[src/fixed_point_pkg.sv]
package fixed_point_pkg;

	localparam int WORD_W = 32;
	localparam int HALF_W = 16;

	// Q formats
	localparam int COEF_FRAC = 27;
	localparam int OUT_FRAC = 12;
	localparam int Q31_FRAC = 31;

	typedef logic signed [WORD_W-1:0] word_t;

	localparam word_t WORD_MAX = 32'sh7fff_ffff;
	localparam word_t WORD_MIN = 32'sh8000_0000;
	localparam word_t COEF_ONE = 32'sd1 <<< COEF_FRAC;
	localparam word_t K_LIMIT = 32'sd32750 <<< 16;

	// Autocorrelation words use l_word, stored coefficients use hi
	typedef union packed {
		word_t l_word;
		struct packed {
			logic signed [HALF_W-1:0] hi;
			logic [HALF_W-1:0] lo;
		} half;
	} scratch_word_t;

	function automatic word_t sat_word(input logic signed [63:0] v);
		if (v > WORD_MAX)
			return WORD_MAX;
		else if (v < WORD_MIN)
			return WORD_MIN;
		return v[WORD_W-1:0];
	endfunction

	// Product of two words, arithmetic shift, then saturate
	function automatic word_t mul_shift(input word_t x, input word_t y, input int shift);
		logic signed [63:0] prod;
		prod = x * y;
		return sat_word(prod >>> shift);
	endfunction

	function automatic word_t sat_add(input word_t x, input word_t y);
		logic signed [63:0] sum;
		sum = x + y;
		return sat_word(sum);
	endfunction

endpackage

[src/scratch_map_pkg.sv]
package scratch_map_pkg;

	localparam int ADDR_W = 11;

	// Prediction order, so ORDER + 1 coefficients
	localparam int ORDER = 10;

	typedef logic [ADDR_W-1:0] addr_t;
	typedef logic [3:0] idx_t;

	// All regions 16-aligned
	// word n of a region sits at base + n
	localparam addr_t R_BASE = 11'h100;
	localparam addr_t A_BASE = 11'h110;
	localparam addr_t RC_BASE = 11'h120;

endpackage

[src/recursion_control.sv]
`timescale 1ns/1ps

module recursion_control (
	input logic clock,
	input logic reset,
	input logic start,
	output logic done,
	output scratch_map_pkg::addr_t mem_read_addr,
	input fixed_point_pkg::scratch_word_t mem_read_data,
	output logic mem_write_en,
	output scratch_map_pkg::addr_t mem_write_addr,
	output fixed_point_pkg::scratch_word_t mem_write_data,
	output logic div_start,
	output fixed_point_pkg::word_t div_num,
	output fixed_point_pkg::word_t div_den,
	input logic div_done,
	input fixed_point_pkg::word_t div_quot,
	output logic err_load,
	output fixed_point_pkg::word_t r0,
	output logic err_start,
	output fixed_point_pkg::word_t k,
	input logic err_done,
	input fixed_point_pkg::word_t alp,
	output logic init,
	output logic save,
	output logic restore,
	output logic upd_start,
	output scratch_map_pkg::idx_t order,
	input logic upd_done,
	output scratch_map_pkg::idx_t a_index,
	input fixed_point_pkg::word_t a_value
);
	import fixed_point_pkg::*;
	import scratch_map_pkg::*;

	enum logic [3:0] {
		S_IDLE,
		S_READ,
		S_LOAD,
		S_CORR,
		S_DIV,
		S_CHECK,
		S_UPD,
		S_WRITE_A,
		S_WRITE_RC
	} state;

	word_t r [0:ORDER];
	word_t acc;
	word_t rc0;
	word_t rc1;
	word_t rc_old0;
	word_t rc_old1;
	word_t rc_out;
	idx_t cnt;
	logic err_seen;
	logic upd_seen;
	logic unstable;
	logic k_over;
	logic both_done;

	// Q27 to Q12 with rounding, saturated to a half word
	function automatic logic signed [HALF_W-1:0] round_out(input word_t v);
		logic signed [WORD_W:0] wide;
		wide = v;
		wide = (wide + (33'sd1 <<< (COEF_FRAC - OUT_FRAC - 1))) >>> (COEF_FRAC - OUT_FRAC);
		if (wide > 33'sd32767)
			return 16'sh7fff;
		else if (wide < -33'sd32768)
			return 16'sh8000;
		return wide[HALF_W-1:0];
	endfunction

	assign mem_read_addr = {R_BASE[ADDR_W-1:4], cnt};
	assign div_num = acc;
	assign div_den = alp;
	assign r0 = r[0];
	assign both_done = (err_seen | err_done) & (upd_seen | upd_done);
	assign k_over = (k > K_LIMIT) || (k < -K_LIMIT);

	// Unstable frames fall back to the last good reflection coefficients
	assign rc_out = unstable ? ((cnt == 4'd0) ? rc_old0 : rc_old1)
		: ((cnt == 4'd0) ? rc0 : rc1);

	//////////////////////////////////////////////////
	// Strobes and memory writes
	//////////////////////////////////////////////////

	always_comb begin
		div_start = 1'b0;
		err_load = 1'b0;
		err_start = 1'b0;
		upd_start = 1'b0;
		init = 1'b0;
		save = 1'b0;
		restore = 1'b0;
		done = 1'b0;
		mem_write_en = 1'b0;
		mem_write_addr = {A_BASE[ADDR_W-1:4], cnt};
		mem_write_data = '0;
		a_index = order - cnt;
		case (state)
			S_LOAD: begin
				err_load = 1'b1;
				init = 1'b1;
			end
			S_CORR: begin
				div_start = (cnt >= order);
			end
			S_CHECK: begin
				if (order >= 4'd2 && k_over) begin
					restore = 1'b1;
				end else begin
					err_start = 1'b1;
					upd_start = 1'b1;
				end
			end
			S_UPD: begin
				save = both_done && (order == idx_t'(ORDER));
			end
			S_WRITE_A: begin
				a_index = cnt;
				mem_write_en = 1'b1;
				mem_write_data.half.hi = round_out(a_value);
			end
			S_WRITE_RC: begin
				mem_write_en = 1'b1;
				mem_write_addr = {RC_BASE[ADDR_W-1:4], cnt};
				mem_write_data.half.hi = rc_out[WORD_W-1:HALF_W];
				done = (cnt == 4'd1);
			end
			default: begin
				done = 1'b0;
			end
		endcase
	end

	//////////////////////////////////////////////////
	// Sequencer
	//////////////////////////////////////////////////

	always_ff @(posedge clock) begin
		if (reset) begin
			state <= S_IDLE;
			cnt <= '0;
			order <= '0;
			unstable <= 1'b0;
			err_seen <= 1'b0;
			upd_seen <= 1'b0;
			rc_old0 <= '0;
			rc_old1 <= '0;
		end else begin
			case (state)
				S_IDLE: begin
					if (start) begin
						state <= S_READ;
						cnt <= 4'd1;
						unstable <= 1'b0;
					end
				end
				S_READ: begin
					if (cnt == idx_t'(ORDER + 1))
						state <= S_LOAD;
					else
						cnt <= cnt + 4'd1;
				end
				S_LOAD: begin
					state <= S_CORR;
					cnt <= 4'd1;
					order <= 4'd1;
				end
				S_CORR: begin
					if (cnt >= order)
						state <= S_DIV;
					else
						cnt <= cnt + 4'd1;
				end
				S_DIV: begin
					if (div_done)
						state <= S_CHECK;
				end
				S_CHECK: begin
					err_seen <= 1'b0;
					upd_seen <= 1'b0;
					if (order >= 4'd2 && k_over) begin
						unstable <= 1'b1;
						cnt <= '0;
						state <= S_WRITE_A;
					end else begin
						state <= S_UPD;
					end
				end
				S_UPD: begin
					// Both units may finish in either order
					err_seen <= err_seen | err_done;
					upd_seen <= upd_seen | upd_done;
					if (both_done) begin
						if (order == idx_t'(ORDER)) begin
							rc_old0 <= rc0;
							rc_old1 <= rc1;
							cnt <= '0;
							state <= S_WRITE_A;
						end else begin
							order <= order + 4'd1;
							cnt <= 4'd1;
							state <= S_CORR;
						end
					end
				end
				S_WRITE_A: begin
					if (cnt == idx_t'(ORDER)) begin
						cnt <= '0;
						state <= S_WRITE_RC;
					end else begin
						cnt <= cnt + 4'd1;
					end
				end
				S_WRITE_RC: begin
					if (cnt == 4'd1) begin
						cnt <= '0;
						state <= S_IDLE;
					end else begin
						cnt <= cnt + 4'd1;
					end
				end
				default: state <= S_IDLE;
			endcase
		end
	end

	//////////////////////////////////////////////////
	// Datapath registers
	//////////////////////////////////////////////////

	always_ff @(posedge clock) begin
		case (state)
			S_READ: r[cnt - 4'd1] <= mem_read_data.l_word;
			S_LOAD: acc <= r[1];
			S_CORR: begin
				if (cnt < order)
					acc <= sat_add(acc, mul_shift(r[cnt], a_value, COEF_FRAC));
			end
			S_DIV: begin
				if (div_done)
					k <= div_quot;
			end
			S_CHECK: begin
				if (order == 4'd1)
					rc0 <= k;
				if (order == 4'd2)
					rc1 <= k;
			end
			S_UPD: begin
				if (both_done && order != idx_t'(ORDER))
					acc <= r[order + 4'd1];
			end
			default: begin
			end
		endcase
	end

endmodule

[config.mk]
export PLATFORM = sky130hd
export DESIGN_NAME = recursion_control
export DESIGN_NICKNAME = d
export VERILOG_FILES = /design/src/fixed_point_pkg.sv /design/src/scratch_map_pkg.sv /design/src/recursion_control.sv
export SDC_FILE = /design/constraint.sdc
export NUM_CORES = 2
export LEC_CHECK = 0
export BUFFER_PORTS_ARGS = -buffer_cell sky130_fd_sc_hd__buf_2
export CELL_PAD_IN_SITES_DETAIL_PLACEMENT = 1
export CELL_PAD_IN_SITES_GLOBAL_PLACEMENT = 1
export CORE_MARGIN = 4
export CORE_UTILIZATION = 55
export CTS_CLUSTER_DIAMETER = 100
export CTS_CLUSTER_SIZE = 40
export DETAILED_ROUTE_END_ITERATION = 8
export PLACE_DENSITY_LB_ADDON = 0.1
export SLEW_MARGIN = 25
export SYNTH_ARGS = -nofsm -noshare
export SYNTH_HDL_FRONTEND = slang
export SYNTH_SLANG_ARGS = --single-unit
[constraint.sdc]
create_clock -name clock -period 21.7 [get_ports clock]
set_input_delay 4.34 -clock clock [delete_from_list [all_inputs] [get_ports clock]]
set_output_delay 4.34 -clock clock [all_outputs]
set_load 0.03 [all_outputs]
==> results list <==
- The Yosys step of the flow raised 0 warnings.
* Leading cell type in the layout, fill and taps excluded: sky130_fd_sc_hd__fa_1
- Reg-to-reg endpoint: div_num[26]
- Max Clock Freq: 59.02 MHz
- Number of enable-type register cells in the synthesized netlist: 480
* Fraction of layout cells with a size suffix above 1: 0.1152
- CTS tree: done
* Biggest cell delay along the critical path: 1.08 ns
- 333 I/O pins were placed.
- For this run, the register share of the synthesized area comes to 0.2443.
- Of all nets on the critical path, the largest fanout is 32.
- Hold-critical path endpoint: rc_old1[24]
- TNS Setup: 0 ns
- Worst slew margin: 0.2063
* Proportion of netlist area held by the largest area contributor: 0.3432
- Input and output buffers added on the ports amount to 240.
- Total detailed-routing wirelength: 183900 µm
- Last weighted congestion value of the routability-driven placer: 0.8871
- The setup check on the worst reg-to-reg path leaves a slack of 6.50 ns.
- Summing all flip-flop and latch instances after layout gives 15450 µm².
- Post-CTS clock slew at the launch and capture registers of the worst setup and hold paths: 0.14 ns
* Start point of the worst min-delay path: rc_old1[24]
- Most frequent CP cell: sky130_fd_sc_hd__fa_1
- Fraction of the cycle the final worst path needs: 0.7808
- Hold-fix buffers at CTS: 0
* Synth area leader: sky130_fd_sc_hd__fa_1
- Yosys mapped the design onto 87 distinct sky130hd cell types.
* Netlist area before placement: 63170 µm²
- Final min period: 16.94 ns
- The number of antenna violations at the first check in global routing came to 17.
- The die is 346.9 µm wide.
* Deepest clock path buffer count: 3
* Crit Path Category: in2reg
- Worst Setup SP: a_value[2]
- The library cells used most frequently in the layout, excluding fill and tap cells, are sky130_fd_sc_hd__fa_1 (1083), sky130_fd_sc_hd__inv_1 (971), sky130_fd_sc_hd__nand2_1 (728), sky130_fd_sc_hd__and2_1 (519), sky130_fd_sc_hd__edfxtp_1 (480).
- Synthesis inferred 531 register bits.
* Clk_lat worst skew: 0.59 ns
- After synthesis, the share of flip-flops with an asynchronous set or reset is 0.
- Maximum clock skew at final layout: 0.03224 ns
- Total global routing track utilization: 0.3116
- For this run, the leading register cell type out of synthesis is sky130_fd_sc_hd__edfxtp_1.
- The number of global-route vias before repair came to 49690.
- The first detailed-routing pass ran for 6 iterations.
* Area of the multi-input gates: 42590 µm²
- The count of nets left with antenna violations once routing finished came out at 0.
* Initial core utilization: 0.5532
* HPWL reported at the end of detailed placement: 143500 µm
- Area overhead of the layout relative to synthesis: 4.300%
- The first global-routing pass estimated 291000 µm of wire.
- After global routing the overflow that remains totals 0.
* Cell types occupying the most area after synthesis: sky130_fd_sc_hd__fa_1 (34%), sky130_fd_sc_hd__edfxtp_1 (23%), sky130_fd_sc_hd__mux4_2 (7.4%)
- Setup violations remaining at the end of the flow were counted as 0.
- Via/cell ratio: 5.949
* FP Rows: 124
- Once the clock tree was built, the setup fixing pass inserted 0 buffers.
- Across the run, the number of max-cap violations was 0.
* Instance count of the mapped netlist: 5783
* Slew Viols, Final: 0
- Drt wl/cell: 25.31 µm
* Number of DRC markers in iteration 0: 2910
* Area of the placeable core: 114200 µm²
- The slowest stage of the critical path belongs to the cell sky130_fd_sc_hd__fa_1.
- Result of the run: completed
- Category of the worst setup path capture point: register
- Number of hold violations in the final report: 0
- Synthesized area per cell: 10.92 µm²
- Number of instances on the worst hold path: 2
- Critical Path RT: 22.01 ns
- Nets: 7185
- CTS H-Tree Depth: 1
- Buffers inserted during clock tree synthesis total 17.
- CTS root buf: sky130_fd_sc_hd__clkbuf_16
- Counting cells, the worst reg-to-reg path comes to 43.
* Arrival time of data at the critical path endpoint: 17.25 ns
* Number of fill cells in the layout: 12140
* Cells resized by post-CTS repair: 0
- Maximum number of pins on one net before global-route repair: 64
- Sink count of the clock tree: 531
- CP Launch Type: primary input
- For this run, design rule violations remaining after detail routing come to 0.
* Path type of the worst min-delay path: reg2reg
* Overall die height: 346.9 µm
- Setup repair after global routing left no endpoint under its margin.
- Area enclosed by the die boundary: 120300 µm²
* DR vias: 43220
* Transition time at the pin with the least slew margin: 1.178 ns
-- worst max path at each step --
stage                   to
5_1_grt        div_num[26]
3_5_place_dp   div_num[26]
6_report       div_num[26]
3_3_place_gp    div_num[6]
2_1_floorplan  div_num[29]
4_1_cts        div_num[26]
-- kinds of logic after synthesis --
kind of cell,synth area share
and+or+nand+nor,0.1244
DFF,0.2443
buffers and inverters,0.08731
AOI/OAI and AO/OA,0.05728
muxes,0.08497
other,0.0001189
adders and majority gates,0.3882
xor gates and xnor gates,0.01343
-- per-stage QoR --
step / cells / hold WS, ns / setup WS [ns] / utilization / cell area, µm²
2_1_floorplan: 5809 / 0.4331 / 6.392 / - / 63270
3_3_place_gp: 7233 / 0.4394 / 4.630 / 0.5724 / 65370
3_5_place_dp: 7234 / 0.4446 / 3.961 / 0.5726 / 65390
4_1_cts: 7258 / 0.4637 / 4.545 / 0.5768 / 65870
5_1_grt: 7261 / 0.4814 / 3.846 / 0.5769 / 65880
6_report: 7265 / 0.4666 / 4.757 / 0.5770 / 65890
-- Yosys cell counts (all sizes together), types with 10 or more instances --
library cell     n
a211oi          15
a21o            58
a21oi          217
a2bb2oi         29
a31oi           13
and2           521
and3            24
buf            111
clkbuf         294
dfxtp           51
edfxtp         480
fa            1083
ha             227
inv            972
mux2i           66
mux4           208
nand2          728
nand3           34
nand4           30
nor2           159
nor2b           15
nor3            26
nor4            12
o21a            10
o21ai          174
o21bai          19
or2             10
or3             11
xnor2           57
xor2            39
-- metal layers --
layer / global-route usage / up-vias / wire length (µm)
met5: 0 / - / 76
met4: 0.08558 / 10 / 5582
met3: 0.03705 / 315 / 10250
met2: 0.5566 / 1422 / 95880
met1: 0.4047 / 23190 / 72110
li1: - / 18290 / -
-- worst max-delay path, delay by kind of cell --
kind                     cells  cell delay [ns]
buffers and inverters        7             1.34
AND/OR/NAND/NOR              9             2.65
multiplexers                 1             0.12
adder cells (fa/ha/maj)     11             6.05
AO/OA/AOI/OAI               11             2.70
-- registers in the layout, summed over array words and instances, names as in the netlist, named ones only --
name      flops
rc1          16
err_seen      1
rc_old0      16
div_num      32
state         4
upd_seen      1
cnt           4
rc_old1      16
order         4
unstable      1
rc0          16
r           384
k            32
-- final cells by class --
type,count,area share
Multi-Input combinational cell,3900,0.6465
Sequential cell,531,0.2345
Inverter,973,0.05543
Tap cell,1512,0.02871
Timing Repair Buffer,318,0.02731
Clock buffer,20,0.006627
Clock inverter,4,0.0006836
Antenna cell,7,0.0002659
Power is left out: the tool's default activity adds up to more than one toggle a clock period on the data nets, which glitch-free logic cannot reach.
