**src/fixed_point_pkg.sv**
```systemverilog
package fixed_point_pkg;

	localparam int WORD_W = 32;
	localparam int HALF_W = 16;

	// Q formats
	localparam int COEF_FRAC = 27;
	localparam int OUT_FRAC = 12;
	localparam int Q31_FRAC = 31;

	typedef logic signed [WORD_W-1:0] word_t;

	localparam word_t WORD_MAX = 32'sh7fff_ffff;
	localparam word_t WORD_MIN = 32'sh8000_0000;
	localparam word_t COEF_ONE = 32'sd1 <<< COEF_FRAC;
	localparam word_t K_LIMIT = 32'sd32750 <<< 16;

	// Autocorrelation words use l_word, stored coefficients use hi
	typedef union packed {
		word_t l_word;
		struct packed {
			logic signed [HALF_W-1:0] hi;
			logic [HALF_W-1:0] lo;
		} half;
	} scratch_word_t;

	function automatic word_t sat_word(input logic signed [63:0] v);
		if (v > WORD_MAX)
			return WORD_MAX;
		else if (v < WORD_MIN)
			return WORD_MIN;
		return v[WORD_W-1:0];
	endfunction

	// Product of two words, arithmetic shift, then saturate
	function automatic word_t mul_shift(input word_t x, input word_t y, input int shift);
		logic signed [63:0] prod;
		prod = x * y;
		return sat_word(prod >>> shift);
	endfunction

	function automatic word_t sat_add(input word_t x, input word_t y);
		logic signed [63:0] sum;
		sum = x + y;
		return sat_word(sum);
	endfunction

endpackage

```
**src/reflection_divider.sv**
```systemverilog
`timescale 1ns/1ps

module reflection_divider (
	input logic clock,
	input logic reset,
	input logic div_start,
	input fixed_point_pkg::word_t div_num,
	input fixed_point_pkg::word_t div_den,
	output logic div_done,
	output fixed_point_pkg::word_t div_quot
);
	import fixed_point_pkg::*;

	logic busy;
	logic [4:0] count;
	logic [WORD_W-1:0] num_mag;
	logic [WORD_W-1:0] rem;
	logic [WORD_W-1:0] den;
	logic [WORD_W-2:0] quot;
	logic [WORD_W-2:0] quot_next;
	logic flip;
	logic sat;
	logic [WORD_W:0] shifted;
	logic [WORD_W:0] trial;
	logic bit_now;
	word_t mag;

	assign num_mag = div_num[WORD_W-1] ? -div_num : div_num;

	// One restoring step per cycle
	assign shifted = {rem, 1'b0};
	assign trial = shifted - {1'b0, den};
	assign bit_now = ~trial[WORD_W];
	assign quot_next = {quot[WORD_W-3:0], bit_now};
	assign mag = sat ? WORD_MAX : word_t'({1'b0, quot_next});

	always_ff @(posedge clock) begin
		if (reset) begin
			busy <= 1'b0;
			count <= '0;
			div_done <= 1'b0;
		end else begin
			div_done <= 1'b0;
			if (div_start) begin
				busy <= 1'b1;
				count <= '0;
			end else if (busy) begin
				count <= count + 5'd1;
				if (count == 5'd30) begin
					busy <= 1'b0;
					div_done <= 1'b1;
				end
			end
		end
	end

	// k carries the opposite sign of the correlation sum
	always_ff @(posedge clock) begin
		if (div_start) begin
			rem <= num_mag;
			den <= div_den;
			quot <= '0;
			sat <= (num_mag >= div_den);
			flip <= ~div_num[WORD_W-1] && (div_num != '0);
		end else if (busy) begin
			rem <= bit_now ? trial[WORD_W-1:0] : shifted[WORD_W-1:0];
			quot <= quot_next;
			if (count == 5'd30)
				div_quot <= flip ? -mag : mag;
		end
	end

endmodule

```
**config.mk**
```make
export PLATFORM = sky130hd
export DESIGN_NAME = reflection_divider
export DESIGN_NICKNAME = d
export VERILOG_FILES = /design/src/fixed_point_pkg.sv /design/src/reflection_divider.sv
export SDC_FILE = /design/constraint.sdc
export NUM_CORES = 1
export LEC_CHECK = 0
export BUFFER_PORTS_ARGS = -buffer_cell sky130_fd_sc_hd__buf_2
export CAP_MARGIN = 10
export CORE_MARGIN = 10
export CORE_UTILIZATION = 30
export CTS_BUF_LIST = sky130_fd_sc_hd__clkbuf_8 sky130_fd_sc_hd__clkbuf_16
export CTS_CLUSTER_DIAMETER = 60
export DETAILED_ROUTE_END_ITERATION = 6
export PLACE_DENSITY = 0.59
export REMOVE_ABC_BUFFERS = 1
export SLEW_MARGIN = 0
export SYNTH_ARGS = -nofsm -noshare
export SYNTH_HDL_FRONTEND = slang
export SYNTH_SLANG_ARGS = --single-unit
```
**constraint.sdc**
```tcl
create_clock -name clock -period 4.2 [get_ports clock]
set_input_delay 0.84 -clock clock [delete_from_list [all_inputs] [get_ports clock]]
set_output_delay 0.84 -clock clock [all_outputs]
set_load 0.005 [all_outputs]
```
==> results of run 1 <==
==> worst reg2reg max path, cell delays in order (launching register included) <==
cell and delay, ns:
edfxtp_1 0.38, inv_1 0.07, fa_1 0.46, nor2b_1 0.20, o211ai_1 0.18, a2111oi_1 0.52, o31ai_2 0.14, a21boi_1 0.38
or3_1 0.19, and2_1 0.48, buf_4 0.33, mux2i_1 0.24, o21ai_0 0.09
==> cells by family after synthesis <==
kind of cell             after synthesis
AO/OA/AOI/OAI                        239
XOR/XNOR                              71
adder cells (fa/ha/maj)               67
buffers and inverters                124
flip-flops                           135
multiplexers                          52
AND/OR/NAND/NOR                      286
==> area by class of cell <==
type / instances / area [um^2]
fill: 3110 / 18800
multi-input combinational: 715 / 4970
sequential: 135 / 3680
timing repair buffer: 160 / 956
tap: 390 / 488
clock buffer: 17 / 425
inverter: 79 / 297
clock inverter: 15 / 205
antenna: 1 / 2.50
==> metrics by stage <==
step	hold WS, ns	cells	setup WS, ns	utilization, %
6_report	0.524	1512	0.225	37.0
3_5_place_dp	0.511	1479	-0.436	34.8
5_1_grt	0.549	1512	0.00513	37.0
4_1_cts	0.529	1511	0.0186	36.9
2_1_floorplan	0.486	929	-0.145	-
3_3_place_gp	0.508	1479	-0.341	34.8
==> layer usage <==
metal / GRT usage (%) / wire (um) / vias to the layer above
li1: - / - / 3828
met1: 16.3 / 11300 / 3488
met2: 19.7 / 10700 / 170
met3: 2.86 / 1050 / 28
met4: 3.89 / 423 / 0
met5: 0 / 0 / -
==> cells in the final DEF, fill, tap and decap left out, drive strengths merged, types with 4 or more instances in the layout <==
cell type and n:
nor4 7, nor2b 10, o311ai 4, nor3 25, a31oi 9, inv 87
edfxtp 98, nand2b 12, ha 66, or3 5, mux2i 48, nand3 17
a21oi 49, and2 4, o21a 8, or2 6, mux2 4, nand4 14
nand2 70, xor2 19, a2111oi 6, and3 5, o21ai 66, a21o 19
clkbuf 17, dfxtp 37, a211o 5, nor2 96, o31ai 21, or4 8
buf 160, o211ai 7, a211oi 6, o41ai 10, xnor2 52
==> cell usage after synthesis (all sizes together), types with 6 or more instances <==
cell,instances
nor3,25
nor2,96
nor4,7
ha,66
clkbuf,36
a2111oi,6
nand2,70
nand2b,12
nor2b,10
o211ai,7
a21o,19
a211oi,6
a21oi,49
o21a,8
or4,8
o21ai,66
a31oi,9
mux2i,48
edfxtp,98
dfxtp,37
buf,9
inv,78
nand4,14
nand3,17
o31ai,21
or2,6
o41ai,10
xor2,19
xnor2,52
==> registers in the layout, indices dropped and copies added (netlist names) <==
name,flops
count,5
den,32
busy,1
quot,30
div_quot,32
rem,32
sat,1
flip,1
div_done,1
==> how the worst max path moves through the flow <==
stage,start,endpoint,slack (ns),cells past startpoint
floorplan,busy$_SDFF_PP0_,div_quot[0]$_DFFE_PP_,-0.14,1
global placement,div_num[8],sat$_DFFE_PP_,-0.34,18
detailed placement,div_num[8],sat$_DFFE_PP_,-0.44,18
CTS,div_num[8],sat$_DFFE_PP_,0.02,18
global route,rem[0]$_DFFE_PP_,rem[22]$_DFFE_PP_,0.005,12
finish,div_num[8],sat$_DFFE_PP_,0.23,18
==> report_power, final <==
| part | internal [mW] | switching (mW) | total [mW] |
|---|---|---|---|
| combinational | 0.948 | 1.26 | 2.20 |
| clock | 0.962 | 0.656 | 1.62 |
| sequential | 1.64 | 0.0894 | 1.73 |
| total | 3.55 | 2.00 | 5.55 |
==> results.sh, run 1 <==
export IMPL_dpl_cell_area_um2=10400
export IMPL_die_x_um=194
export IMPL_reg2reg_from="rem[0]$_DFFE_PP_"
export IMPL_crit_type="primary input to flip-flop"
export IMPL_dpl_hpwl_um=18000
export IMPL_hold_buffers=0
export IMPL_overflow=0
export IMPL_tns_ns=0
export IMPL_async_flop_share_pct=0
export IMPL_r2r_slack_ns=0.27
export IMPL_num_vias=7514
export IMPL_min_to="quot[29]$_SDFFE_PP0P_"
export IMPL_cts_tree="done"
export IMPL_critPathMaxFanout=3
export IMPL_cts_resized=0
export IMPL_skew_ns=0.00872
export IMPL_cp_num_buf_inv=1
export IMPL_clkSinkCount=135
export IMPL_power_leakage_nw=4.67
export IMPL_yosysWarnings=0
export IMPL_finalInstanceArea_um2=11000
export IMPL_crit_slowest_cell="or4_4"
export IMPL_ioPinCount=100
export IMPL_cp_required_ns=4.38
export IMPL_cp_data_arrival_time_ns=4.15
export IMPL_dieHeight_um=194
export IMPL_finalMaxSlewViolations=0
export IMPL_synth_top_cell_area_share_pct=32.3
export IMPL_hold_viol=0
export IMPL_rsz0062_at_grt="false"
export IMPL_routed_wl_um=23400
export IMPL_synth_edf_count=98
export IMPL_synth_seq_area_share_pct=40.4
export IMPL_drc=0
export IMPL_synth_adder_area_share_pct=9.28
export IMPL_synth_area_leaders="edfxtp_1 32%, ha_1 9.1%, dfxtp_1 8.1%, mux2i_1 5.3%, xnor2_1 5.0%"
export IMPL_syn_mean_instance_area_um2=9.36
export IMPL_gp_congestion=0.868
export IMPL_grt_max_degree=53
export IMPL_finalPower_mw=5.55
export IMPL_slew_headroom_pct=39.2
export IMPL_crit_top_cell="nand2b_1"
export IMPL_viasPerCell=4.97
export IMPL_ys_ff_latch=135
export IMPL_worst_pin_slew_ns=0.912
export IMPL_grt_pass1_wl_um=39000
export IMPL_finalCriticalPeriod_ns=3.97
export IMPL_worstHoldStart="quot[29]$_SDFFE_PP0P_"
export IMPL_synth_mux_area_share_pct=5.76
export IMPL_synth_flop_cell="edfxtp_1"
export IMPL_synthDistinctLibCells=74
export IMPL_path_cells="buf_2, or4_4, or3_1, nand2b_1, nand2b_1, nand2b_4, nand2_1, xnor2_1, ha_1, a21oi_1, nor2b_1, o21ai_1, nand2b_1, a21oi_1, nor2b_1, o21ai_0, nand2b_1, a221o_1"
export IMPL_dieArea_um2=37800
export IMPL_routedWlPerCell_um=15.5
export IMPL_ir_drop_mv=0.263
export IMPL_syn_inst=974
export IMPL_synth_top_family_by_area="compound AO/OA/AOI/OAI gates"
export IMPL_clk_pin_slew_ns=0.06
export IMPL_timing_final_crit_share_pct=94.6
export IMPL_synthToLayoutAreaGrowth_pct=20.9
export IMPL_max_freq_ghz=0.252
export IMPL_maxCapViolCount=0
export IMPL_syn_area_um2=9120
export IMPL_dr_pass1_iters=5
export IMPL_nets=1242
export IMPL_crit_family="simple AND/OR/NAND/NOR gates"
export IMPL_postCtsSetupRepairBufs=0
export IMPL_core_area_um2=29800
export IMPL_holdCritPathClass="flip-flop to flip-flop"
export IMPL_synth_compound_area_share_pct=17.4
export IMPL_status="complete, no violations"
export IMPL_rows=63
export IMPL_slowest_delay_ns=0.56
export IMPL_drive_gt1_share_pct=19.1
export IMPL_cp_end_kind="flip-flop"
export IMPL_crit_path_start_kind="primary input"
export IMPL_yosys_area_share_simple_pct=15.0
export IMPL_clk_path_buf_depth=2
export IMPL_rr_worst_depth=12
export IMPL_track_usage_pct=12.4
export IMPL_drt_iter0_markers=484
export IMPL_powerDensity_nw_per_um2=504
export IMPL_antenna_found_initial=1
export IMPL_r2r_end="rem[18]$_DFFE_PP_"
export IMPL_initial_core_util_pct=30.6
export IMPL_worstSkewPairLatency_ns=0.43
export IMPL_detail_route_antenna_nets=0
export IMPL_setup_viol=0
export IMPL_min_path_cells=2
export IMPL_port_buffers=99
export IMPL_cts_buffers=17
export IMPL_h_tree_depth=4
export IMPL_root_buffer="clkbuf_16"
export IMPL_grt_pass1_vias=7617
export IMPL_yosysTopAreaCell="edfxtp_1"
export IMPL_synth_xor_area_share_pct=6.82
Note: power is estimated with default switching activity, not from simulation.
==> run 2: changes to the inputs <==
--- a/config.mk
+++ b/config.mk
@@ -14,6 +14,7 @@
 export DETAILED_ROUTE_END_ITERATION = 6
 export PLACE_DENSITY = 0.59
 export REMOVE_ABC_BUFFERS = 1
+export SETUP_SLACK_MARGIN = 0.3
 export SLEW_MARGIN = 0
 export SYNTH_ARGS = -nofsm -noshare
 export SYNTH_HDL_FRONTEND = slang
==> run 2 against run 1 <==
  * Via count up 0.35%
  * Largest power group unchanged
  * Global-route usage is essentially flat
  * Maximum frequency grew 2.8%
  * Clock power is essentially flat
  * First-iteration DRC count down 2.3%
  * Register-to-register slack improved by 0.26 ns
  * Non-clock buffer count increased by 2
  * Count of clock-buffer cells in the layout did not move
==> results.sh, run 2 (synthesized netlist as in run 1, its figures left out) <==
export IMPL_h_tree_depth=4
export IMPL_dpl_hpwl_um=18000
export IMPL_hold_viol=0
export IMPL_cp_data_arrival_time_ns=4.04
export IMPL_slowest_delay_ns=0.57
export IMPL_timing_final_crit_share_pct=92.0
export IMPL_finalCriticalPeriod_ns=3.87
export IMPL_initial_core_util_pct=30.6
export IMPL_port_buffers=99
export IMPL_crit_family="simple AND/OR/NAND/NOR gates"
export IMPL_status="complete, no violations"
export IMPL_clk_path_buf_depth=2
export IMPL_routed_wl_um=23600
export IMPL_num_vias=7540
export IMPL_finalMaxSlewViolations=0
export IMPL_cts_tree="done"
export IMPL_cp_required_ns=4.38
export IMPL_placed_cells=1479
export IMPL_final_seq_area_um2=3680
export IMPL_cp_end_kind="flip-flop"
export IMPL_multi_input_area_um2=5030
export IMPL_nets=1244
export IMPL_critPathMaxFanout=3
export IMPL_root_buffer="clkbuf_16"
export IMPL_crit_top_cell="nand2b_1"
export IMPL_detail_route_antenna_nets=0
export IMPL_final_cell_mix="98 x edfxtp_1, 98 x buf_2, 95 x nor2_1, 78 x inv_1, 68 x nand2_1"
export IMPL_dieArea_um2=37800
export IMPL_cp_num_cells=18
export IMPL_grt_max_degree=53
export IMPL_clkSinkCount=135
export IMPL_fin_hold_ws_ns=0.524
export IMPL_drt_iter0_markers=473
export IMPL_overflow=0
export IMPL_ir_drop_mv=0.263
export IMPL_cts_buffers=17
export IMPL_worst_pin_slew_ns=0.902
export IMPL_track_usage_pct=12.4
export IMPL_viasPerCell=4.98
export IMPL_skew_ns=0.0114
export IMPL_crit_type="primary input to flip-flop"
export IMPL_fin_util_pct=37.3
export IMPL_synthToLayoutAreaGrowth_pct=21.8
export IMPL_clk_pin_slew_ns=0.07
export IMPL_fin_cells=1514
export IMPL_slew_headroom_pct=39.9
export IMPL_rr_worst_depth=12
export IMPL_power_leakage_nw=4.70
export IMPL_dieHeight_um=194
export IMPL_holdCritPathClass="flip-flop to flip-flop"
export IMPL_fillCellCount=3106
export IMPL_crit_slowest_cell="or4_4"
export IMPL_dr_pass1_iters=5
export IMPL_rsz0062_at_grt="true"
export IMPL_reg_top3="den x32, div_quot x32, rem x32"
export IMPL_maxCapViolCount=0
export IMPL_setup_viol=0
export IMPL_powerDensity_nw_per_um2=502
export IMPL_hold_buffers=0
export IMPL_die_x_um=194
export IMPL_path_cells="buf_2, or4_4, or3_4, nand2b_4, nand2b_1, nand2b_4, nand2_4, xnor2_2, ha_1, a21oi_1, nor2b_1, o21ai_1, nand2b_1, a21oi_1, nor2b_1, o21ai_1, nand2b_1, a221o_1"
export IMPL_antenna_found_initial=1
export IMPL_routedWlPerCell_um=15.6
export IMPL_drive_gt1_share_pct=20.3
export IMPL_drc=0
export IMPL_cp_num_buf_inv=1
export IMPL_ioPinCount=100
export IMPL_gp_congestion=0.868
export IMPL_grt_pass1_wl_um=39100
export IMPL_rows=63
export IMPL_core_area_um2=29800
export IMPL_crit_path_start_kind="primary input"
export IMPL_worstSkewPairLatency_ns=0.43
export IMPL_max_freq_ghz=0.259
export IMPL_min_path_cells=2
export IMPL_grt_pass1_vias=7637
[run 2: changes by cell type in the layout (fill, tap and decap cells not counted), sizes merged]
cell	delta
buf	+2
[run 2: stage by stage]
step           setup TNS (ns)  power, mW  setup WS, ns  area [um^2]
2_1_floorplan           -4.66       3.29        -0.145         8930
3_3_place_gp           -0.341       3.92        -0.341        10400
3_5_place_dp           -0.436       3.95        -0.436        10400
4_1_cts                     0       5.60         0.247        11000
5_1_grt                     0       5.95         0.195        11100
6_report                    0       5.57         0.334        11100
[run 2: report_power, final]
group          switching [mW]  leakage (nW)  internal [mW]
logic                    1.26          3.15          0.953
clock network           0.656         0.305          0.962
registers              0.0901          1.25           1.64
total                    2.01          4.70           3.56
[run 2: final cells by class]
cell class	instances	share of cell area [%]
tap	390	4.39
multi-input combinational	715	45.3
inverter	79	2.67
clock inverter	15	1.85
clock buffer	17	3.83
antenna	1	0.0225
timing repair buffer	162	8.74
sequential	135	33.2
[run 2: routing by layer]
metal	vias up	wire length, um	track usage (%)	part of all wire, %
met2	164	10700	19.8	45
met3	28	1020	2.86	4.3
li1	3831	-	-	-
met5	-	0	0	0
met1	3517	11400	16.3	48
met4	0	418	3.89	1.8
[run 2: worst paths after layout]
path	startpoint	end	slack, ns
setup reg to reg	rem[0]$_DFFE_PP_	div_quot[26]$_DFFE_PP_	0.53
hold / removal	quot[29]$_SDFFE_PP0P_	quot[29]$_SDFFE_PP0P_	0.52
setup / recovery	div_num[8]	sat$_DFFE_PP_	0.33
hold reg to reg	quot[29]$_SDFFE_PP0P_	quot[29]$_SDFFE_PP0P_	0.52
[run 2: what timing repair did]
action | 4_1_cts | 5_1_grt
pin swaps | 0 | 3
gates cloned | 0 | 0
buffers inserted | 0 | 2
hold endpoints to repair | 0 | 0
setup endpoints to repair | 13 | 6
gates resized for setup | 9 | 12
[run 2: worst register-to-register path, delay by kind of cell (launching register included)]
kind	cells	cell delay [ns]
adder cells (fa/ha/maj)	1	0.46
flip-flops	1	0.38
AO/OA/AOI/OAI	6	1.73
buffers and inverters	2	0.28
AND/OR/NAND/NOR	3	0.59
